===== src/design/soc_defs.svh =====
/*
 * Bus widths, memory size, region codes and counter widths for the
 * system controller. Include wherever these constants are needed.
 */
`ifndef SOC_DEFS_SVH
`define SOC_DEFS_SVH

// wishbone bus
`define WB_AW 32
`define WB_DW 32
`define WB_SW 4

// bios block ram, 2048 words = 8 KiB at address 0
`define BRAM_WORDS 2048

// region code in the top address nibble
`define REGION_LED 4'hE

// reset delay counter, 2^12 cycles after lock
`define RST_CNT_BITS 12

// real-time tick, wraps every 2^16 cycles
`define RTC_BITS 16

`define LED_W 8

`endif


===== src/design/rtc_tick.sv =====
/*
 * Free-running real-time tick. Gives a one-cycle timer interrupt pulse
 * each time the counter wraps, every 2^RTC_BITS cycles.
 */
`timescale 1ns/100ps
`include "soc_defs.svh"

module rtc_tick (
	input  logic sys_clk,
	input  logic rstn_i,
	output logic tick_o
);

	logic [`RTC_BITS-1:0] rtc_cnt;

	always_ff @(posedge sys_clk) begin
		if (!rstn_i) begin
			rtc_cnt <= '0;
			tick_o  <= 1'b0;
		end else begin
			rtc_cnt <= rtc_cnt + 1'b1;
			// pulse lines up with the wrap to zero
			tick_o  <= &rtc_cnt;
		end
	end

endmodule


===== config.mk =====
export PLATFORM = sky130hd
export DESIGN_NAME = rtc_tick
export DESIGN_NICKNAME = d
export VERILOG_FILES = /design/src/design/rtc_tick.sv
export VERILOG_INCLUDE_DIRS = /design/src /design/src/design
export SDC_FILE = /design/constraint.sdc
export NUM_CORES = 1
export LEC_CHECK = 0
export ABC_CLOCK_PERIOD_IN_PS = 1500
export BUFFER_PORTS_ARGS = -buffer_cell sky130_fd_sc_hd__buf_2
export CAP_MARGIN = 5
export CORE_MARGIN = 2
export CORE_UTILIZATION = 51
export CTS_CLUSTER_DIAMETER = 100
export CTS_CLUSTER_SIZE = 10
export DETAILED_ROUTE_END_ITERATION = 8
export PLACE_DENSITY = 0.78
export SKIP_LAST_GASP = 1
export SLEW_MARGIN = 20
export SYNTH_ARGS = -nofsm -noshare
export SYNTH_HDL_FRONTEND = slang
export SYNTH_SLANG_ARGS = --single-unit
export TNS_END_PERCENT = 50

===== constraint.sdc =====
create_clock -name sys_clk -period 1.5 [get_ports sys_clk]
set_input_delay 0.3 -clock sys_clk [delete_from_list [all_inputs] [get_ports sys_clk]]
set_output_delay 0.3 -clock sys_clk [all_outputs]
set_load 0.02 [all_outputs]

Yosys cells after proc, flatten, opt, wreduce, memory -nomap -nowiden
Index checks and enable logic that the tools add are counted.
{"block": "totals", "out_inout_bits": 1, "register_bits": 17, "in_bits": 2, "word_cells": 4}
{"block": "op_classes", "n_reduce_logical": 1, "add_sub_neg": 1}
{"cell": "$add 16x1->16 const B", "count": 1}
{"cell": "$reduce_and 16->1", "count": 1}

Depth between registers and ports, before layout
{"block": "depth", "ltp_word": 1, "ltp_mapped": 4}

Least setup slack after synthesis
OpenSTA, ideal clock, no wires.
{"block": "synth_timing", "path_kind": "register to register", "start": "reg rtc_cnt[0]", "end": "reg rtc_cnt[12]", "t_arrival_ps": 1390, "synth_period_minus_slack_ps": 1460, "setup_ps": 71, "stages_incl_launch_ff": 5, "t_required_ps": 1429, "slack_ps": 40, "path_buffers": 0, "cell_sequence": "dfxtp_1 > ha_1 > nand4_4 > or4_1 > a21oi_1"}
{"block": "synth_between", "elab_chain_cells": 1}
{"element": "start: declaration", "line_no": "rtc_tick.sv:14", "source": "logic [`RTC_BITS-1:0] rtc_cnt;"}
{"element": "start signal: assignment", "line_no": "rtc_tick.sv:21", "source": "rtc_cnt <= rtc_cnt + 1'b1;"}
{"element": "$add 16x1->16", "line_no": "rtc_tick.sv:21"}
No other way between the ends.
A chain may end at the register's enable or synchronous reset.

Worst setup path after layout
{"block": "layout_timing", "start": "reg rtc_cnt[0]", "end": "reg rtc_cnt[9]"}
Same word-level chain as after synthesis.

==> out/results.ini <==
[status]
status = complete, but fails checks
failed_checks = setup timing

[global_route]
met3_usage = 0.0388
grt-ovfl-total = 0
grt_pass1_vias = 560
track_usage = 0.160
grtUsageMet2 = 0.268
grt_antenna_before_repair = 0
grt_pass1_wl_um = 2140
use_met1 = 0.181
top_usage_layer = met2
grt_start_max_net_pins = 13

[sta]
rsz0062_at_grt = true
slew_headroom = 0.712
period_needed_ns = 1.50
fin_worst_skew_ns = 0.00195
setup_tns_ns = -0.00202
max_freq_mhz = 666
fin_ws_ns = -0.00202
finalSetupViolations = 1
tightestPinTransition_ns = 0.428
finalHoldViolCount = 0
holdWs_ns = 0.323
maxSlewViolCount = 0
period_share = 1.00

[clocking]
cts_buffers = 3
cts_max_path_buffers = 2
cts.clk_slew.worst_paths_ns = 0.10
clk_latency_ns = 0.29
htree_levels = 1
holdBufCountCts = 0
cts_tree = yes
cts_root_buffer = clkbuf_4
cts_sinks = 17

[final_layout]
layout-drive-gt1-share = 0.247
insertedDiodeCount = 0
area_delta_synth_final_pct = 17.7
finish.net_count = 97

[placed_design]
numPortBuffers = 2
post-place-ws_ns = 0.00375
dpl.hpwl_um = 951
place_congestion = 0.756

[power]
vdd.ir_drop.worst_v = 0.000613
power.leakage_nw = 0.288
p_per_area_nw_per_um2 = 863

[floorplan]
core_sq_um = 1330
start_util = 0.557
die_area_sq_um = 1780
fp.dieW_um = 42.2
rows = 13
die_h_um = 42.2
pin_count = 3

[detailed_routing]
post-route-drc-count = 0
vias = 652
routed_wl_um = 1440
firstDrtPassIters = 4
routedWlPerCell_um = 13.4
ant_nets = 0
drt_iter0_drc = 10
via_per_inst = 6.04

[yosys]
syn_area_per_cell_sq_um = 9.06
synth_cells = 82
synth_fp_nets = 85
netlist_area_sq_um = 743
yosysSeqAreaShare = 0.458
ys_warn_count = 0
ys_ff_latch = 17
ys_types = 22

[job]
drv_cap = 0

[critical_path]
required_ns = 1.72
arrival_ns = 1.73
cp-end-kind = register
critPathKind = register to register
worstSetupStartpointType = register
cp_max_fo = 6

[worst_hold_path]
min_path_type = input pin to register

where the power goes:
part | internal [mW] | switching (mW) | total [mW]
sequential | 0.459 | 0.00656 | 0.465
clock | 0.103 | 0.139 | 0.242
combinational | 0.0237 | 0.0235 | 0.0472
total | 0.586 | 0.169 | 0.755
stage by stage:
step | instances | power, mW | util | cell area [sq um]
2_1_floorplan | 82 | 0.493 | - | 743
6_report | 108 | 0.755 | 0.656 | 875
4_1_cts | 106 | 0.750 | 0.623 | 831
3_5_place_dp | 102 | 0.513 | 0.598 | 798
3_3_place_gp | 102 | 0.511 | 0.598 | 798
5_1_grt | 108 | 0.785 | 0.656 | 875
cell usage after synthesis (all sizes together):
cell type,n,share of area
nand2b,3,0.025
nand2,7,0.035
nand3,6,0.040
and2,1,0.0084
nor4,3,0.025
or3,3,0.029
or4,5,0.051
mux2i,3,0.040
o21ai,3,0.020
a21oi,8,0.054
dfxtp,17,0.46
xnor2,1,0.012
nor2,4,0.020
clkbuf,1,0.0050
o31ai,5,0.051
and4,1,0.012
inv,4,0.020
nand4,4,0.054
xor2,2,0.024
ha,1,0.017
what timing repair did:
item | in CTS | in global routing
setup buffers | 0 | 2
gates resized for setup | 1 | 10
pin swaps | 0 | 5
setup endpoints to repair | 2 | 7
gates cloned | 0 | 0
state kept, by name (all words and copies together), names as in the netlist:
name	cells
rtc_cnt	16
tick_o	1
final cells by class:
| class | count | area, sq um |
|---|---|---|
| Timing Repair Buffer | 8 | 62.6 |
| Clock buffer | 4 | 26.3 |
| Inverter | 4 | 15.0 |
| Tap cell | 15 | 18.8 |
| Sequential cell | 17 | 344 |
| Fill cell | 117 | 459 |
| Multi-Input combinational cell | 60 | 408 |
per-layer routing:
| layer | vias to the layer above | share of wire |
|---|---|---|
| li1 | 325 | - |
| met1 | 307 | 0.43 |
| met2 | 16 | 0.51 |
| met3 | 4 | 0.032 |
| met4 | 0 | 0.021 |
| met5 | - | 0 |
critical path: stages (launching register included):
cell and delay (ns):
dfxtp_2 0.35, buf_6 0.10, nand4_1 0.25, or4_4 0.62, a21oi_2 0.13
path summary, 6_finish.rpt:
check | start | end | slack, ns | depth (start not counted)
setup / recovery | rtc_cnt[0] | rtc_cnt[9] | -0.002 | 4
hold / removal | rstn_i | rtc_cnt[14] | 0.32 | 3
setup reg to reg | rtc_cnt[0] | rtc_cnt[9] | -0.002 | 4
hold reg to reg | rtc_cnt[14] | rtc_cnt[14] | 0.49 | 2
cells by family (layout without fill, tap and decap cells):
kind of cell / Yosys count / count (layout) / synth area share
flops: 17 / 17 / 0.458
xor+xnor: 3 / 3 / 0.0354
simple gates: 37 / 37 / 0.300
mux: 3 / 3 / 0.0404
fa+ha+maj: 1 / 1 / 0.0168
compound gates: 16 / 16 / 0.125
buf+inv: 5 / 16 / 0.0252
layout by cell type (no fill, tap or decap), types with 2 or more instances in the layout:
master and count:
a21oi_1 6, a21oi_2 2, buf_2 2, buf_4 4, buf_6 2, clkbuf_4 3
dfxtp_1 14, dfxtp_2 3, inv_1 4, mux2i_1 3, nand2_1 7, nand2b_1 3
nand3_1 6, nand4_1 3, nor2_1 4, nor4_1 2, o21ai_0 3, o31ai_1 5
or3_2 2, or4_1 3, or4_4 2, xor2_1 2
(Power assumes the default switching activity.)
