$ cat src/design/soc_defs.svh
/*
 * Bus widths, memory size, region codes and counter widths for the
 * system controller. Include wherever these constants are needed.
 */
`ifndef SOC_DEFS_SVH
`define SOC_DEFS_SVH

// wishbone bus
`define WB_AW 32
`define WB_DW 32
`define WB_SW 4

// bios block ram, 2048 words = 8 KiB at address 0
`define BRAM_WORDS 2048

// region code in the top address nibble
`define REGION_LED 4'hE

// reset delay counter, 2^12 cycles after lock
`define RST_CNT_BITS 12

// real-time tick, wraps every 2^16 cycles
`define RTC_BITS 16

`define LED_W 8

`endif

$ cat src/design/soc_pkg.sv
/*
 * Shared types for the system controller bus: the address word with its
 * region and word views, and the region codes the decoder knows.
 */
`include "soc_defs.svh"

package soc_pkg;

	// region view, used by the decoder
	typedef struct packed {
		logic [3:0]         region;
		logic [`WB_AW-5:0]  offset;
	} wb_addr_rgn_t;

	// word view, used by the slaves
	typedef struct packed {
		logic [`WB_AW-3:0]  word;
		logic [1:0]         byte_ofs;
	} wb_addr_wrd_t;

	// one address word, decoded two ways
	typedef union packed {
		wb_addr_rgn_t rgn;
		wb_addr_wrd_t wrd;
	} wb_addr_u;

	typedef enum logic [3:0] {
		RGN_BIOS = 4'h0,
		RGN_LED  = `REGION_LED
	} region_e;

endpackage

$ cat src/design/wb_bus_if.sv
/*
 * One decoded wishbone slave bus. The decoder takes the master modport,
 * each slave the slave modport. A request is cyc and stb both high.
 */
`timescale 1ns/100ps
`include "soc_defs.svh"

interface wb_bus_if;
	import soc_pkg::*;

	wb_addr_u           adr;
	logic [`WB_DW-1:0]  dat_w;
	logic [`WB_DW-1:0]  dat_r;
	logic [`WB_SW-1:0]  sel;
	logic               we;
	logic               stb;
	logic               cyc;
	logic               ack;

	modport master (
		output adr, dat_w, sel, we, stb, cyc,
		input  dat_r, ack
	);

	modport slave (
		input  adr, dat_w, sel, we, stb, cyc,
		output dat_r, ack
	);

endinterface

$ cat src/design/led_slave.sv
/*
 * Debug LED register on the wishbone bus. Any offset in the region hits
 * the one register; byte lane 0 writes it and reads return it
 * zero-extended. Acks one clock after the request, as the RAM does.
 */
`timescale 1ns/100ps
`include "soc_defs.svh"

module led_slave (
	input  logic              sys_clk,
	input  logic              rstn_i,
	wb_bus_if.slave           bus,
	output logic [`LED_W-1:0] leds_o
);

	logic              req;
	logic              ack_q;
	logic [`LED_W-1:0] led_q;

	assign req = bus.cyc & bus.stb;

	always_ff @(posedge sys_clk) begin
		if (!rstn_i) begin
			ack_q <= 1'b0;
			led_q <= '0;
		end else begin
			ack_q <= req & ~ack_q;
			if (req && !ack_q && bus.we && bus.sel[0])
				led_q <= bus.dat_w[`LED_W-1:0];
		end
	end

	assign bus.dat_r = {{(`WB_DW-`LED_W){1'b0}}, led_q};
	assign bus.ack   = ack_q;
	assign leds_o    = led_q;

endmodule

$ cat src/flat_wrapper.sv
// flat-port wrapper written by rule: the top's interface ports become plain ports
module led_slave_flat 
  (sys_clk, rstn_i, leds_o, bus_adr, bus_dat_w, bus_sel, bus_we, bus_stb, bus_cyc, bus_dat_r, bus_ack);
  wb_bus_if bus_i ();
  input  logic sys_clk;
  input  logic rstn_i;
  output logic [`LED_W-1:0] leds_o;
  input wire logic [$bits(bus_i.adr)-1:0] bus_adr;
  input wire logic [$bits(bus_i.dat_w)-1:0] bus_dat_w;
  input wire logic [$bits(bus_i.sel)-1:0] bus_sel;
  input wire logic [$bits(bus_i.we)-1:0] bus_we;
  input wire logic [$bits(bus_i.stb)-1:0] bus_stb;
  input wire logic [$bits(bus_i.cyc)-1:0] bus_cyc;
  output wire logic [$bits(bus_i.dat_r)-1:0] bus_dat_r;
  output wire logic [$bits(bus_i.ack)-1:0] bus_ack;
  assign bus_i.adr = bus_adr;
  assign bus_i.dat_w = bus_dat_w;
  assign bus_i.sel = bus_sel;
  assign bus_i.we = bus_we;
  assign bus_i.stb = bus_stb;
  assign bus_i.cyc = bus_cyc;
  assign bus_dat_r = bus_i.dat_r;
  assign bus_ack = bus_i.ack;
  led_slave u_core (.sys_clk(sys_clk), .rstn_i(rstn_i), .bus(bus_i), .leds_o(leds_o));
endmodule
$ cat config.mk
export PLATFORM = sky130hd
export DESIGN_NAME = led_slave_flat
export DESIGN_NICKNAME = d
export VERILOG_FILES = /design/src/design/soc_pkg.sv /design/src/design/wb_bus_if.sv /design/src/design/led_slave.sv /design/src/flat_wrapper.sv
export VERILOG_INCLUDE_DIRS = /design/src /design/src/design
export SDC_FILE = /design/constraint.sdc
export NUM_CORES = 1
export LEC_CHECK = 0
export ABC_AREA = 0
export ABC_CLOCK_PERIOD_IN_PS = 1520
export BUFFER_PORTS_ARGS = -buffer_cell sky130_fd_sc_hd__buf_2
export CAP_MARGIN = 20
export CORE_MARGIN = 2
export CORE_UTILIZATION = 27
export CTS_CLUSTER_SIZE = 28
export DETAILED_ROUTE_END_ITERATION = 6
export GPL_TIMING_DRIVEN = 0
export PLACE_DENSITY = 0.81
export SYNTH_ARGS = -nofsm -noshare
export SYNTH_HDL_FRONTEND = slang
export SYNTH_SLANG_ARGS = --single-unit
$ cat constraint.sdc
create_clock -name sys_clk -period 1.52 [get_ports sys_clk]
set_input_delay 0.076 -clock sys_clk [delete_from_list [all_inputs] [get_ports sys_clk]]
set_output_delay 0.076 -clock sys_clk [all_outputs]
set_load 0.1 [all_outputs]
-- Yosys cells after proc, flatten, opt, wreduce, memory -nomap -nowiden
Index checks and enable logic that the tools add are counted.
- reduce and logical (&&, ||, !) cells: 4
- bitwise logic cells: 3
- operator list (cell ; count):
    logical AND 1 bit ; 3
    bitwise AND 1 bit ; 2
    logical NOT 1 bit ; 1
    inverter 1 bit ; 1
- register bits after elaboration: 9
- output and inout port bits: 41
- bits of input ports: 73
- word-level logic and storage cells: 9

-- Longest topological paths before layout
Gate-level depths: netlist (run 1).
- depth after elaboration: 4
- gate-level depth with buffers: 4
- gate-level depth less buffers: 3

-- Worst setup path after synthesis (run 1)
No wires, ideal clock.
- kind: register to register
- start: reg u_core.ack_q (netlist: u_core.bus.ack)
- end: reg u_core.led_q[0] (netlist: u_core.leds_o[0])
- clock period less this slack: 1.480 ns
- arrival: 1.407 ns
- cell stages (with the launch flop): 3
- required time: 1.447 ns
- path slack: 0.040 ns
- library setup time: 0.073 ns
- buffers on the path: 0
- cells stage by stage: dfxtp_1 nor3_4 mux2i_1
- word-level cells in the longest chain between the ends: 4
- ends and longest elaborated chain (what ; RTL line ; text):
    start, declared ; led_slave.sv:17 ; logic ack_q;
    start signal, assigned ; led_slave.sv:27 ; ack_q <= req & ~ack_q;
    logical NOT 1 bit ; led_slave.sv:28 ; if (req && !ack_q && bus.we && bus.sel[0])
    logical AND 1 bit (3 in a row) ; led_slave.sv:28 ;
    end signal, assigned ; led_slave.sv:29 ; led_q <= bus.dat_w[`LED_W-1:0];
    end, declared ; led_slave.sv:18 ; logic [`LED_W-1:0] led_q;
Every way passes these cells.
A chain may end at the register's enable or synchronous reset.

-- Worst setup path after layout (run 1)
- start: reg u_core.led_q[0] (netlist: u_core.leds_o[0])
- end: out leds_o[0]
- RTL lines (what ; RTL line ; text):
    end, declared ; flat_wrapper.sv:7 ; output logic [`LED_W-1:0] leds_o;
No word-level cell between the ends.

==> results of run 1 <==
[how the worst max path moves through the flow]
stage	start	endpoint	slack [ns]
global placement	u_core.bus.ack$_SDFF_PN0_	u_core.leds_o[1]$_SDFFE_PN0P_	0.41
CTS	u_core.leds_o[0]$_SDFFE_PN0P_	leds_o[0]	0.30
finish	u_core.leds_o[0]$_SDFFE_PN0P_	leds_o[0]	0.32
floorplan	u_core.bus.ack$_SDFF_PN0_	u_core.leds_o[0]$_SDFFE_PN0P_	0.04
detailed placement	u_core.bus.ack$_SDFF_PN0_	u_core.leds_o[6]$_SDFFE_PN0P_	0.38
global route	u_core.bus.ack$_SDFF_PN0_	u_core.leds_o[3]$_SDFFE_PN0P_	0.24
[area by class of cell]
| cell class | instances | area share |
|---|---|---|
| multi-input cells | 52 | 0.2931 |
| plain buffers | 34 | 0.2778 |
| well taps | 28 | 0.03889 |
| clock buffers | 4 | 0.02917 |
| repair buffers | 29 | 0.1611 |
| flip-flops and latches | 9 | 0.2000 |
[power groups by stage]
stage / combinational [µW] / clock, µW / sequential (µW)
after global placement: 433 / 0 / 251
after global routing: 450 / 208 / 246
final: 436 / 180 / 246
after CTS: 435 / 189 / 246
after detailed placement: 434 / 0 / 251
after floorplan: 365 / 0 / 290
[layout by cell type (no fill, tap or decap), drive strengths merged]
| cell type | synthesis | routed |
|---|---|---|
| clkbuf | 0 | 4 |
| nor3b | 1 | 1 |
| dfxtp | 9 | 9 |
| mux2i | 8 | 8 |
| conb | 1 | 24 |
| nor3 | 1 | 1 |
| buf | 34 | 63 |
| nand2 | 18 | 18 |
[sequential cells by signal, indices dropped and copies added (netlist names)]
signal / cells
u_core.leds_o: 8
u_core.bus.ack: 1
[metal layers]
metal  wire length (µm)  track usage
met1                409      0.08719
met2                628       0.1752
met3                159      0.05263
met4                  0      0.02632
met5                  0            0
[through the flow]
step / instance area (µm²) / setup WS (ns)
detailed placement: 874.6 / 0.3771
floorplan: 694.4 / 0.03988
global route: 900.9 / 0.2450
CTS: 900.9 / 0.3023
global placement: 874.6 / 0.4078
finish: 900.9 / 0.3162
[cell families after synthesis]
group	after synthesis
other cells	1
flops	9
simple gates	20
mux	8
buf+inv	34
[cell usage after synthesis]
| cell | instances | area [µm²] |
|---|---|---|
| buf_2 | 2 | 10.01 |
| nor3b_1 | 1 | 7.510 |
| mux2i_1 | 8 | 80.08 |
| nand2_1 | 17 | 63.81 |
| nor3_4 | 1 | 16.27 |
| nand2_2 | 1 | 6.260 |
| buf_4 | 32 | 240.2 |
| conb_1 | 1 | 3.750 |
| dfxtp_1 | 9 | 180.2 |
[worst max-delay path: stages (launching register included)]
cell	delay [ns]
dfxtp_1	0.35
buf_4	0.11
buf_2	0.41
==> metrics.cfg, run 1 <==
[layout]
nFillCells=232
finalNonFillerCells=156
multi_input_area_um2=264.0
diodes=0
drive_above_1_share=0.5313
finish.utilization=0.4152
regArea_um2=180.2
syn2layout_area_growth_pct=48.15
finalNetCount=202

[timing]
setup_viol=0
final.period_utilization=0.7920
drv_slew=0
holdWs_ns=0.06309
layout_min_cycle_time_ns=1.204
clock_skew_ns=0.001285
relSlewSlack=0.6525
hold_viol_final=0
worst_pin_slew_ns=0.5196
rsz0062_at_grt=no
fmax_ghz=0.8307
setup_tns_ns=0

[clock_tree]
h-tree-depth=1
path_clk_slew_ns=0.06
cts_tree=done
cts_setup_buffers=0
cts_resized=0
hold_buffers=0
insertion_delay_ns=0.25
clock-root-buffer=clkbuf_4
numCtsBuffers=3
cts_buffer_depth=2
clock-sinks=9

[logic_synthesis]
avgSynthCellArea_um2=8.446
synth.distinct_cells=9
synthAdderAreaFrac=0
yosysSeqAreaShare=0.2963
ys.warnings.count=0
syn_inst=72
synthSimpleGateAreaFrac=0.1543
synth_xor_area_frac=0
muxShareOfSynthArea=0.1317
synthesis.area_um2=608.1
synth_top_family_by_area=buffers and inverters
synth_compound_area_frac=0
ys_seq_elements=9

[place]
hpwl_um=1036
io_buffers=29
gp_congestion=0.6421
dp_cells=152

[critical_path]
cp_max_fo=3
worst-setup-path-type=reg2out
reg2reg_from=u_core.bus.ack$_SDFF_PN0_
arrival_ns=1.13
reg2reg_to=u_core.leds_o[4]$_SDFFE_PN0P_
ff2ff_path_depth=2
r2r_slack_ns=0.36
crit_required_ns=1.44
crit_path_start_kind=flop
cp-end-kind=output port

[floorplanning]
die_x_um=51.46
num_rows=17
boundaryPins=114
dieHeight_um=51.46
fp.coreArea_mm2=0.002170
dieArea_mm2=0.002648
start_util=0.2803

[power]
peakVddDrop_mv=0.3701
p_leak_uw=0.0005392
switching_share=0.5164
total_power_uw=861.5
p_comb_frac=0.506
sequentialPowerShare=0.285
power_density_mw_per_mm2=956.3
switchingPower_uw=444.8
intPower_uw=416.6
clockPowerShare=0.209

[worst_hold_path]
hold_class=in2reg
min_from=bus_dat_w[5]
hold_path_end=u_core.leds_o[5]$_SDFFE_PN0P_
holdPathStages=3

[grt]
grt_start_max_net_pins=11
grt-ovfl-total=0
grt_pass1_vias=443
track_usage=0.09440
grt_pass1_wl_um=1821
antenna_found_initial=0

[routing]
drc=0
initialDrtViolationCount=5
vias=524
drtAntennaViolNets=0
viasPerCell=3.359
dr.pass1.iters=4
drt_wl_total_um=1198
wl_per_cell_um=7.679

[flow_run]
cap_violations=0

[outcome]
status=completed

(Power assumes the default switching activity.)
==> run 2: changes to the inputs <==
Settings changed: ABC_CLOCK_PERIOD_IN_PS 1520 to 1030, CORE_UTILIZATION 27 to 23, PLACE_DENSITY 0.81 to 0.73.
Clock period 1.52 ns to 1.03 ns, I/O delays scaled along.
==> run 2 against run 1 <==
Utilization shrank 0.33 points. Die area grew 16%. Non-clock buffer count grew 1. Hold slack lost 0.035 ns. Sequential share of layout area grew 0.78 points. Critical endpoint is now leds_o[3].
==> metrics.cfg, run 2 (synthesis gave the netlist of run 1 again) <==
[routing]
drtAntennaViolNets=0  ; unchanged
drc=0  ; unchanged
initialDrtViolationCount=1  ; -4
viasPerCell=3.453  ; +2.8%
drt_wl_total_um=1291  ; +7.8%
wl_per_cell_um=8.119  ; +5.7%
dr.pass1.iters=2  ; -2
vias=549  ; +4.8%

[critical_path]
worst-setup-path-type=reg2out
cp_num_buf_inv=2  ; unchanged
cp_max_fo=3  ; unchanged
critPathTopFamily=flip-flops
crit_required_ns=0.98  ; -0.46 ns
crit_slowest_cell=dfxtp_4
reg2reg_to=u_core.leds_o[2]$_SDFFE_PN0P_
path_cells=buf_4 -> buf_6
reg2reg_from=u_core.bus.ack$_SDFF_PN0_
crit_path_max_incr_delay_ns=0.35  ; -0.06 ns
crit_path_start_kind=flop
ff2ff_path_depth=3  ; +1
r2r_slack_ns=0.12  ; -0.24 ns
cp-end-kind=output port
arrival_ns=0.91  ; -0.22 ns

[floorplanning]
num_rows=18  ; +1
boundaryPins=114  ; unchanged
die_x_um=55.42  ; +7.7%
dieArea_mm2=0.003071  ; +16%
start_util=0.2432  ; -0.03703
dieHeight_um=55.42  ; +7.7%
fp.coreArea_mm2=0.002500  ; +15%

[timing]
final.period_utilization=0.9382
fmax_ghz=1.035
layout_min_cycle_time_ns=0.9664
setup_viol=0  ; unchanged
rsz0062_at_grt=no
holdWs_ns=0.02788  ; -0.03521 ns
clock_skew_ns=0.002279  ; +0.0009943 ns
drv_slew=0  ; unchanged
hold_viol_final=0  ; unchanged
setup_ws_ns=0.06364  ; -0.2526 ns

[clock_tree]
numCtsBuffers=3  ; unchanged
path_clk_slew_ns=0.06  ; about the same
h-tree-depth=1  ; unchanged
cts_tree=done
clock-root-buffer=clkbuf_4
insertion_delay_ns=0.25  ; about the same
cts_buffer_depth=2  ; unchanged
clock-sinks=9  ; unchanged

[grt]
grt_start_max_net_pins=11  ; unchanged
antenna_found_initial=0  ; unchanged
grt-ovfl-total=0  ; unchanged
grt_pass1_vias=492  ; +11%
track_usage=0.08677  ; -0.007630
grt_pass1_wl_um=2111  ; +16%

[place]
dpl-instance-area_um2=910.9  ; +4.1%
io_buffers=29  ; unchanged
dp_slack_ns=-0.1128  ; -0.4900 ns
hpwl_um=1092  ; +5.4%
gp_congestion=0.6322  ; -1.5%

[power]
total_power_uw=1272  ; +48%
peakVddDrop_mv=0.6363  ; +72%
power_density_mw_per_mm2=1235  ; +29%
p_leak_uw=0.0005607  ; +4.0%

[layout]
nFillCells=280  ; +21%
final_common_cell=buf_4
regArea_um2=214.0  ; +19%
diodes=0  ; unchanged
drive_above_1_share=0.6047  ; +0.07340
largest_reg_flops=8  ; unchanged
multi_input_area_um2=264.0  ; unchanged
finalNetCount=203  ; +0.50%
finish.instance_area_mm2=0.001030  ; +14%
syn2layout_area_growth_pct=69.34
final_cell_mix=buf_4, conb_1, nand2_1

[flow_run]
cap_violations=0  ; unchanged

[worst_hold_path]
min_from=bus_dat_w[0]
hold_path_end=u_core.leds_o[0]$_SDFFE_PN0P_
holdPathStages=3  ; unchanged
hold_class=in2reg

[outcome]
status=completed

run 2: power breakdown:
| group | internal (µW) | total, µW | switching, µW | leakage (µW) |
|---|---|---|---|---|
| Clock | 149 | 263 | 114 | 0.0000150 |
| Sequential | 339 | 346 | 7.24 | 0.0000799 |
| Combinational | 126 | 663 | 536 | 0.000466 |
| Total | 614 | 1270 | 658 | 0.000561 |
run 2: cell type report:
type / count / share of cell area
plain buffers: 34 / 0.2430
repair buffers: 30 / 0.2309
well taps: 30 / 0.03645
multi-input cells: 52 / 0.2564
flip-flops and latches: 9 / 0.2078
clock buffers: 4 / 0.02552
run 2: tightest hold or removal path: stages:
cell and delay, ns:
buf_2 0.09, nand2_1 0.04, mux2i_1 0.05
run 2: metal layers:
metal / track usage / vias to the layer above / routed length [µm]
li1: - / 285 / -
met1: 0.08227 / 225 / 422
met2: 0.1684 / 39 / 685
met3: 0.05152 / 0 / 183
met4: 0 / 0 / 0
met5: 0 / - / 0
run 2: through the flow:
stage | TNS, ns | instances | util
6_report | 0 | 159 | 0.4119
5_1_grt | 0 | 159 | 0.4119
4_1_cts | 0 | 159 | 0.4119
3_5_place_dp | -0.7647 | 154 | 0.3644
3_3_place_gp | -0.5389 | 154 | 0.3644
2_1_floorplan | -0.8923 | 95 | -
run 2: worst max path at each step:
stage                                       start                            end  slack, ns  cells after the start
floorplan               u_core.bus.ack$_SDFF_PN0_  u_core.leds_o[0]$_SDFFE_PN0P_      -0.11                      2
global placement        u_core.bus.ack$_SDFF_PN0_  u_core.leds_o[2]$_SDFFE_PN0P_      -0.07                      2
detailed placement      u_core.bus.ack$_SDFF_PN0_  u_core.leds_o[2]$_SDFFE_PN0P_      -0.11                      2
CTS                 u_core.leds_o[3]$_SDFFE_PN0P_                      leds_o[3]       0.05                      2
global route        u_core.leds_o[0]$_SDFFE_PN0P_                      leds_o[0]       0.02                      2
finish              u_core.leds_o[3]$_SDFFE_PN0P_                      leds_o[3]       0.06                      2
run 2: what timing repair did:
| item | in CTS | in global routing |
|---|---|---|
| gates cloned | 0 | 0 |
| hold buffers | 0 | 0 |
| setup endpoints to repair | 25 | 5 |
| buffers inserted | 1 | 0 |
| resized for setup | 25 | 0 |
| pin swaps | 1 | 1 |
