--- config.mk ---
export PLATFORM = sky130hd
export DESIGN_NAME = reset_sequencer
export DESIGN_NICKNAME = d
export VERILOG_FILES = /design/src/design/reset_sequencer.sv
export VERILOG_INCLUDE_DIRS = /design/src /design/src/design
export SDC_FILE = /design/constraint.sdc
export NUM_CORES = 1
export LEC_CHECK = 0
export BUFFER_PORTS_ARGS = -buffer_cell sky130_fd_sc_hd__buf_2
export CORE_AREA = 2 2 39 41
export CTS_BUF_LIST = sky130_fd_sc_hd__clkbuf_8
export DETAILED_ROUTE_END_ITERATION = 12
export DIE_AREA = 0 0 41 43
export PLACE_DENSITY = 0.72
export REMOVE_ABC_BUFFERS = 1
export SYNTH_ARGS = -nofsm -noshare
export SYNTH_HDL_FRONTEND = slang
export SYNTH_SLANG_ARGS = --single-unit
--- constraint.sdc ---
create_clock -name sys_clk -period 1.7 [get_ports sys_clk]
set_input_delay 0.085 -clock sys_clk [delete_from_list [all_inputs] [get_ports sys_clk]]
set_output_delay 0.085 -clock sys_clk [all_outputs]
set_load 0.005 [all_outputs]
--- src/design/soc_defs.svh ---
/*
 * Bus widths, memory size, region codes and counter widths for the
 * system controller. Include wherever these constants are needed.
 */
`ifndef SOC_DEFS_SVH
`define SOC_DEFS_SVH

// wishbone bus
`define WB_AW 32
`define WB_DW 32
`define WB_SW 4

// bios block ram, 2048 words = 8 KiB at address 0
`define BRAM_WORDS 2048

// region code in the top address nibble
`define REGION_LED 4'hE

// reset delay counter, 2^12 cycles after lock
`define RST_CNT_BITS 12

// real-time tick, wraps every 2^16 cycles
`define RTC_BITS 16

`define LED_W 8

`endif

--- src/design/reset_sequencer.sv ---
/*
 * Holds the internal reset low until the external reset is released and
 * the PLL reports lock, then waits 2^RST_CNT_BITS cycles before release.
 */
`timescale 1ns/100ps
`include "soc_defs.svh"

module reset_sequencer (
	input  logic sys_clk,
	input  logic sys_rstn,
	input  logic pll_locked_i,
	output logic rstn_o
);

	logic [1:0]               lock_q; // lock qualify stages
	logic [`RST_CNT_BITS-1:0] cnt;

	always_ff @(posedge sys_clk) begin
		if (!sys_rstn || !pll_locked_i) begin
			lock_q <= '0;
			cnt    <= '0;
		end else begin
			lock_q <= {lock_q[0], 1'b1};
			if (lock_q[1] && !rstn_o)
				cnt <= cnt + 1'b1; // saturates at all ones
		end
	end

	assign rstn_o = &cnt;

endmodule

# Word-level counts from Yosys, hierarchy flattened
# Index checks and enable logic that the tools add are counted.
[word_totals]
output_inout_bits = 1
wordCells = 11
regBits = 14
[op_classes]
reduce_logical = 6
n_mux = 1
addsub = 1
[ops]
columns = ["cell", "n"]
rows = [
  ["$add 12x1->12 const B", 1],
  ["$reduce_and 12->1", 1],
  ["$logic_not 1->1", 3],
  ["$logic_and 1x1->1", 1],
  ["$logic_or 1x1->1", 1],
  ["$mux 1", 1],
]

# Longest topological paths before layout
# Gate-level depths: netlist (run 1).
[logic_depth]
ltp_word = 3
depth_mapped = 5
depth_no_buf = 5

# Least setup slack after synthesis (run 1)
# Ideal clock, no wire load.
[synth_timing]
kind = "reg-to-reg"
startpoint = "reg cnt[0]"
endpoint = "reg cnt[5]"
setup_slack_ps = 242
n_path_buf = 0
setup_ps = 70
stages_incl_launch_ff = 6
period_less_slack_ps = 1458
arrival_ps = 1389
cell_sequence = "dfxtp_1 -> ha_1 -> nand3_2 -> nor3_4 -> or4_1 -> a21oi_1"
[synth_between]
elab_chain_len = 3
[synth_lines]
columns = ["item", "line", "rtl"]
rows = [
  ["start, declared", "reset_sequencer.sv:16", "logic [`RST_CNT_BITS-1:0] cnt;"],
  ["start signal, assigned", "reset_sequencer.sv:25", "cnt <= cnt + 1'b1;"],
  ["$reduce_and 12->1", "reset_sequencer.sv:29", "assign rstn_o = &cnt;"],
  ["named net rstn_o", "reset_sequencer.sv:12", "output logic rstn_o"],
  ["$logic_not 1->1", "reset_sequencer.sv:24", "if (lock_q[1] && !rstn_o)"],
  ["$logic_and 1x1->1", "reset_sequencer.sv:24", ""],
]
# The timed path passes the listed nets, and every way through them passes these cells.
# A chain may end at the register's enable or synchronous reset.

# Worst setup path in the final report (run 1)
[layout_timing]
startpoint = "reg cnt[0]"
endpoint = "out rstn_o"
[layout_between]
elab_chain_len = 1
[layout_lines]
columns = ["item", "line"]
rows = [
  ["$reduce_and 12->1", "reset_sequencer.sv:29"],
  ["end, declared", "reset_sequencer.sv:12"],
]
# Every way passes these cells.

==> results of run 1 <==
-- state kept, by name, summed over array words and instances (netlist names) --
name / cells
lock_q: 2
cnt: 12
-- worst max-delay path: stages (launching register included) --
cell	delay, ns
dfxtp_1	0.38
ha_2	0.27
nand3_2	0.17
nor3_4	0.29
buf_2	0.15
-- area by class of cell --
| cell class | count | area [um^2] |
|---|---|---|
| repair buffers | 3 | 15.0 |
| inverters | 2 | 7.51 |
| well taps | 16 | 20.0 |
| multi-input cells | 56 | 429 |
| clock buffers | 4 | 55.1 |
| fillers | 131 | 577 |
| flip-flops and latches | 14 | 280 |
-- Yosys cell counts --
cell type   n
nand4_1     2
xnor2_1     3
nand3_2     1
nand4_4     1
o21ai_0     1
nor3b_1     1
nand3_1     3
xor2_1      3
or2_2       1
and4_1      2
ha_1        1
and3_1      2
a2111oi_2   1
a311oi_1    2
buf_6       1
inv_1       2
o2111ai_1   1
dfxtp_1    14
mux2i_1     1
nor2_1     11
and2_2      1
or4_1       1
nor3_1      2
nand4_2     1
and4_4      1
o31ai_1     1
nor3_4      1
a21oi_1     3
o211ai_1    1
nand3_4     1
o31ai_4     1
a211oi_2    1
nand2_1     4
-- power breakdown --
group	switching, mW	internal, mW
Combinational	0.00714	0.00388
Clock	0.120	0.205
Sequential	0.00212	0.330
-- timing repair --
action / CTS / global route
setup endpoints to repair: 0 / 2
gates resized for setup: 0 / 1
hold buffers: 0 / 0
-- worst paths after layout --
kind / startpoint / end / slack, ns / cells after the start
max: cnt[0] / rstn_o / 0.11 / 4
min: pll_locked_i / lock_q[1] / 0.08 / 2
min reg2reg: lock_q[0] / lock_q[1] / 0.47 / 1
max reg2reg: cnt[0] / cnt[1] / 0.17 / 5
-- layout by cell type, fill, tap and decap left out, types with 3 or more instances in the layout --
cell type | netlist | layout
nor2_1 | 11 | 11
nand2_1 | 4 | 4
nand3_1 | 3 | 3
buf_2 | 0 | 3
xnor2_1 | 3 | 3
clkbuf_8 | 0 | 4
dfxtp_1 | 14 | 14
a21oi_1 | 3 | 3
xor2_1 | 3 | 3
-- layer usage --
layer,vias to the layer above,part of all wire [%],track usage (%)
met3,4,2.0,3.66
met5,-,0,0
met4,0,1.1,9.33
met2,6,48,25.9
li1,284,-,-
met1,256,49,22.5
-- logic make-up after synthesis --
kind of cell,count (synthesis)
AO/OA/AOI/OAI,12
XOR/XNOR,6
adder cells (fa/ha/maj),1
buffers and inverters,3
flip-flops,14
multiplexers,1
AND/OR/NAND/NOR,36
==> summary.md, run 1 <==
| Metric | Value |
|---|---|
| Placed cell area | 749 um^2 |
| Core Area | 1380 um^2 |
| Placed Cells | 91 |
| CP arrival | 1.50 ns |
| Setup violations, final | 0 |
| Global Route Usage Sum | 17.5% |
| Initial antenna violation count | 0 |
| Ant diodes | 0 |
| CP Class | reg -> out |
| Via/cell ratio | 5.79 |
| Vias | 550 |
| ANT nets after route | 0 |
| Initial Util | 52.4% |
| Syn Area/Cell | 9.94 um^2 |
| Largest family of logic cells by synthesized area | simple AND/OR/NAND/NOR gates |
| Fin crit share | 93.4% |
| Placement Setup Slack | 0.109 ns |
| Worst-Skew Late Latency | 0.24 ns |
| Sequential fraction of the synthesis area | 38.6% |
| # DRC | 0 |
| Max cap viols | 0 |
| Final Hold Fails | 0 |
| RD Place Congestion | 0.710 |
| Worst Path Required | 1.62 ns |
| Total power | 0.669 mW |
| Final worst slack | 0.111 ns |
| Startpoint types | register |
| Synth top area share | 38.6% |
| DRT Pass-1 Iters | 4 |
| WL/cell | 13.7 um |
| Root buffer cell | clkbuf_8 |
| Post-synthesis mux area share | 1.38% |
| Top cells by area, synth | dfxtp_1 39%, nor2_1 5.7%, xnor2_1 3.6% |
| First-pass GRT wire length | 2110 um |
| 1st-iter DRT viols | 6 |
| Synth Area in Compound Gates | 15.2% |
| Worst slew pin tran | 0.463 ns |
| Post-route insts no fill | 95 |
| Setup crit end kind | output port |
| Hold WS | 0.0826 ns |
| FF+latch count, synth | 14 |
| Cell taking the most area after synthesis | dfxtp_1 |
| Post-Synth Simple-Gate Area | 33.3% |
| Die area | 1760 um^2 |
| Layout cells sized above 1 | 24.1% |
| Worst min-delay path class | in -> reg |
| Postcts setup bufs | 0 |
| Cells after Synth | 73 |
| Final-stage net count | 84 |
| Max IR drop VDD | 471 uV |
| Lkg Pwr | 0.289 nW |
| Warnings from Yosys | 0 |
| Std-Cell Rows | 14 |
| WL final | 1310 um |
| Grt ovf | 0 |
| Status | complete, no violations |
| Area growth syn-to-layout | 11.2% |
| CTS tree | built |
| Max Fanout on Critical Path | 5 |
| CTS buffer count | 3 |
| Largest net degree at the start of global routing | 14 |
| PortBufs | 3 |
| # IOs | 4 |
| Max Buffers Root-to-Sink | 2 |
| Synth Area in XOR/XNOR | 7.24% |
| Fmax | 629 MHz |
| Core Util, Final | 58.3% |
| RSZ-0062 raised after global routing | false |
| Clock Pin Slew Worst Setup and Hold Paths | 0.06 ns |
| Max-slew headroom | 69.1% |
| Max Slew Vio Count | 0 |
| Pwr/cell area | 828 nW/um^2 |
| Clock Sink Count | 14 |
| Hpwl dp | 975 um |
| CTS HTree Levels | 1 |
| Die width | 41 um |
| Final setup TNS | 0 ns |
| Crit path time final | 1.59 ns |
| Final Cell Area | 807 um^2 |
| Netlist cell types | 33 |
| Chip Height | 43 um |
| Synth Area in Adders | 1.72% |
| Number of global-route vias before repair | 514 |
| Cell Area, Synth | 726 um^2 |
| Setup Skew | 0.000384 ns |
(Power assumes the default switching activity.)
==> inputs of run 2 (changes only) <==
GPL_TIMING_DRIVEN = 0   (was unset)
RECOVER_POWER = 50   (was unset)
==> run 2 against run 1 <==
Global-route usage down 0.81 points. Count of clock-buffer cells in the layout unchanged. Utilization down 1.4 points. Design area down 2.3%. Clock skew up 0.0025 ns. Sequential power about the same. Combinational power about the same. Non-clock buffer count unchanged. Via count down 0.73%.
==> summary.md, run 2 (synthesized netlist as in run 1, its figures left out) <==
| Metric | Value |
|---|---|
| Status | complete, no violations |
| CTS buffer count | 3 |
| Setup crit end kind | output port |
| Final-stage net count | 84 |
| Crit path time final | 1.58 ns |
| Biggest regs | cnt (12), lock_q (2) |
| Postcts setup bufs | 0 |
| Worst-Skew Late Latency | 0.24 ns |
| Fin crit share | 92.8% |
| Fmax | 634 MHz |
| Grt ovf | 0 |
| WL/cell | 12.4 um |
| RD Place Congestion | 0.696 |
| Max cap viols | 0 |
| Worst min-delay path class | in -> reg |
| First-pass GRT wire length | 2010 um |
| Worst slew pin tran | 0.460 ns |
| Std-Cell Rows | 14 |
| ANT nets after route | 0 |
| # DRC | 0 |
| Pwr/cell area | 836 nW/um^2 |
| Lkg Pwr | 0.279 nW |
| Number of global-route vias before repair | 478 |
| Worst Path Required | 1.62 ns |
| Layout cells sized above 1 | 21.5% |
| Core Area | 1380 um^2 |
| Setup violations, final | 0 |
| Final setup TNS | 0 ns |
| Core Util, Final | 57.0% |
| 1st-iter DRT viols | 4 |
| Biggest register | cnt |
| CP arrival | 1.49 ns |
| Clock Pin Slew Worst Setup and Hold Paths | 0.06 ns |
| Final Hold Fails | 0 |
| Max Buffers Root-to-Sink | 2 |
| Global Route Usage Sum | 16.6% |
| Chip Height | 43 um |
| Clock Sink Count | 14 |
| Hpwl dp | 820 um |
| Initial Util | 52.4% |
| Vias | 546 |
| Layout fillers | 117 |
| Largest net degree at the start of global routing | 14 |
| PortBufs | 3 |
| Max Fanout on Critical Path | 7 |
| Die area | 1760 um^2 |
| Startpoint types | register |
| Max-slew headroom | 69.2% |
| # hold bufs at CTS | 0 |
| Via/cell ratio | 5.75 |
| Area growth syn-to-layout | 8.62% |
| Max Slew Vio Count | 0 |
| DRT Pass-1 Iters | 4 |
| Setup Skew | 0.00285 ns |
| WL final | 1180 um |
| Max IR drop VDD | 470 uV |
| Root buffer cell | clkbuf_8 |
| Post-cts resize count | 0 |
| Commonest non-fill, non-tap cell in the layout | dfxtp_1 |
| Largest register FFs | 12 |
| Ant diodes | 0 |
| CTS HTree Levels | 1 |
| RSZ-0062 raised after global routing | false |
| Die width | 41 um |
| CP Class | reg -> out |
| # IOs | 4 |
| Most frequent cells in the layout | 14 x dfxtp_1, 11 x nor2_1, 4 x nand2_1, 4 x nand3_1, 4 x clkbuf_8 |
| CTS tree | built |
| Initial antenna violation count | 0 |
## run 2: cell counts in the layout (fill, tap and decap cells not counted)
No cell type changed its count.
## run 2: per-layer routing
metal / global-route usage [%] / up-vias / part of all wire [%]
li1: - / 285 / -
met3: 3.14 / 4 / 2.7
met2: 25.0 / 8 / 46
met4: 10.0 / 0 / 2.1
met1: 20.9 / 249 / 49
met5: 0 / - / 0
## run 2: where the power goes
group | internal [mW] | switching (mW)
registers | 0.331 | 0.00175
clock network | 0.205 | 0.111
logic | 0.00389 | 0.00697
## run 2: path summary, 6_finish.rpt
| path | start | end | slack (ns) | cells after the start |
|---|---|---|---|---|
| max reg2reg | cnt[7] | cnt[11] | 0.18 | 4 |
| max | cnt[7] | rstn_o | 0.12 | 3 |
| min | pll_locked_i | lock_q[1] | 0.08 | 2 |
| min reg2reg | lock_q[0] | lock_q[1] | 0.46 | 1 |
## run 2: critical path, stage by stage, from the launching register on
cell     delay [ns]
dfxtp_1        0.43
nand4_1        0.35
nor3_4         0.31
buf_2          0.16
## run 2: stage by stage
stage                     setup slack, ns  area (um^2)  hold slack (ns)  power [mW]  instances
after global placement              0.132          749            0.325       0.351         91
after detailed placement            0.101          749            0.328       0.351         91
after global routing               0.0297          788           0.0937       0.682         95
final                               0.123          788           0.0777       0.659         95
after floorplan                     0.237          714            0.231       0.346         72
after CTS                          0.0272          805           0.0792       0.667         95
## run 2: final cells by class
class                           instances  area [um^2]  share of cell area [%]
Tap cell                               16         20.0                    2.54
Sequential cell                        14          280                    35.6
Multi-Input combinational cell         56          410                    52.1
Inverter                                2         7.51                   0.952
Timing Repair Buffer                    3         15.0                    1.90
Clock buffer                            4         55.1                    6.98
==> inputs of run 3 (changes only) <==
RECOVER_POWER = unset   (was 50)
==> run 3 against run 2 <==
Register-to-register slack got worse by 0.02 ns. Clock power hardly changed. Fmax shrank 1.6%. Critical path depth up 1. Setup slack worse by 0.026 ns.
==> summary.md, run 3 (synthesized netlist as in run 1, its figures left out) <==
| Metric | Value |
|---|---|
| Max Slew Vio Count | 0 |
| Die area | 1760 um^2 |
| CP top delay family | simple AND/OR/NAND/NOR gates |
| Clock network power share | 47.7% |
| Final setup TNS | 0 ns |
| Initial Util | 52.4% |
| Worst-Skew Late Latency | 0.24 ns |
| Setup violations, final | 0 |
| Biggest register | cnt |
| Fin crit share | 94.3% |
| First-pass GRT wire length | 2010 um |
| Vias | 545 |
| Core Area | 1380 um^2 |
| Layout fillers | 115 |
| Max Fanout on Critical Path | 5 |
| Status | complete, no violations |
| Initial antenna violation count | 0 |
| Final-stage net count | 84 |
| WL/cell | 12.4 um |
| 1st-iter DRT viols | 10 |
| Largest register FFs | 12 |
| Final Hold Fails | 0 |
| Layout cells sized above 1 | 24.1% |
| Crit-path slowest cell | dfxtp_1 |
| Largest net degree at the start of global routing | 14 |
| Pwr/cell area | 813 nW/um^2 |
| ANT nets after route | 0 |
| Ant diodes | 0 |
| Biggest regs | cnt (12), lock_q (2) |
| Worst Path Required | 1.62 ns |
| Register Area | 280 um^2 |
| # IOs | 4 |
| R2R setup slack | 0.16 ns |
| P_int | 0.539 mW |
| Critical path buffers and inverters | 1 |
| Critical Path, Cell by Cell | ha_2 -> nand3_2 -> nor3_4 -> buf_2 |
| Final worst slack | 0.0976 ns |
| Commonest non-fill, non-tap cell in the layout | dfxtp_1 |
| CTS HTree Levels | 1 |
| Register share of total power | 50.7% |
| Die width | 41 um |
| Via/cell ratio | 5.74 |
| Setup Skew | 0.00278 ns |
| CTS buffer count | 3 |
| Multi-input gate area | 429 um^2 |
| Max cap viols | 0 |
| Fmax | 624 MHz |
| Hpwl dp | 820 um |
| Chip Height | 43 um |
| Global Route Usage Sum | 16.6% |
| Worst slew pin tran | 0.469 ns |
| PortBufs | 3 |
| Gate power share | 1.7% |
| Crit path time final | 1.60 ns |
| Area growth syn-to-layout | 11.2% |
| Most frequent cells in the layout | 14 x dfxtp_1, 11 x nor2_1, 4 x nand2_1, 4 x clkbuf_8 |
| WL final | 1180 um |
| CP arrival | 1.52 ns |
| Post-route insts no fill | 95 |
| Switching power total | 0.117 mW |
| DRT Pass-1 Iters | 4 |
| # DRC | 0 |
| Clock Sink Count | 14 |
| Grt ovf | 0 |
| Root buffer cell | clkbuf_8 |
| RD Place Congestion | 0.696 |
| Placed Cells | 91 |
| Total power | 0.656 mW |
| Clock Pin Slew Worst Setup and Hold Paths | 0.05 ns |
| Number of global-route vias before repair | 478 |
| # hold bufs at CTS | 0 |
| Worst min-delay path class | in -> reg |
| Max IR drop VDD | 462 uV |
| Max-slew headroom | 68.6% |
| Max Buffers Root-to-Sink | 2 |
| Std-Cell Rows | 14 |
| Startpoint types | register |
| Lkg Pwr | 0.289 nW |
| CP Class | reg -> out |
| CTS tree | built |
| Sw Share | 17.9% |
| Setup crit end kind | output port |
| RSZ-0062 raised after global routing | false |
| Placement Setup Slack | 0.101 ns |
| Crit path largest cell delay | 0.38 ns |
run 3: cell counts in the layout (fill, tap and decap cells not counted):
Identical to the previous run, type by type.
run 3: per-layer routing:
metal,track usage [%],vias to the layer above,part of all wire (%)
met4,10.0,0,1.7
met2,25.0,8,46
met5,0,-,0
met3,3.14,4,3.0
li1,-,285,-
met1,20.9,248,49
run 3: worst paths after layout:
kind / from / depth (start not counted) / end
setup / recovery: cnt[0] / 4 / rstn_o
hold / removal: pll_locked_i / 2 / lock_q[1]
setup reg to reg: cnt[0] / 5 / cnt[1]
hold reg to reg: lock_q[0] / 1 / lock_q[1]
run 3: timing repair:
| item | 4_1_cts | 5_1_grt |
|---|---|---|
| endpoints found under the hold margin | 0 | 0 |
| buffers inserted | 0 | 0 |
| gates resized for setup | 0 | 1 |
| endpoints found under the setup margin | 0 | 1 |
run 3: power by group through the flow:
stage               combinational (mW)  sequential, mW  clock [mW]
floorplan                      0.00651           0.339           0
detailed placement              0.0112           0.340           0
global placement                0.0110           0.340           0
global route                    0.0121           0.332       0.338
finish                          0.0110           0.333       0.313
CTS                             0.0114           0.332       0.323
run 3: per-stage QoR:
step           utilization [%]  hold slack, ns  instance area, um^2
5_1_grt                   58.3          0.0937                  807
6_report                  58.3          0.0806                  807
3_5_place_dp              54.2           0.328                  749
3_3_place_gp              54.2           0.325                  749
2_1_floorplan                -           0.231                  714
4_1_cts                   58.1          0.0792                  805
run 3: final cells by class:
class                   count  area share (%)
flip-flops and latches     14            34.7
inverters                   2           0.930
repair buffers              3            1.86
well taps                  16            2.48
clock buffers               4            6.82
multi-input cells          56            53.2
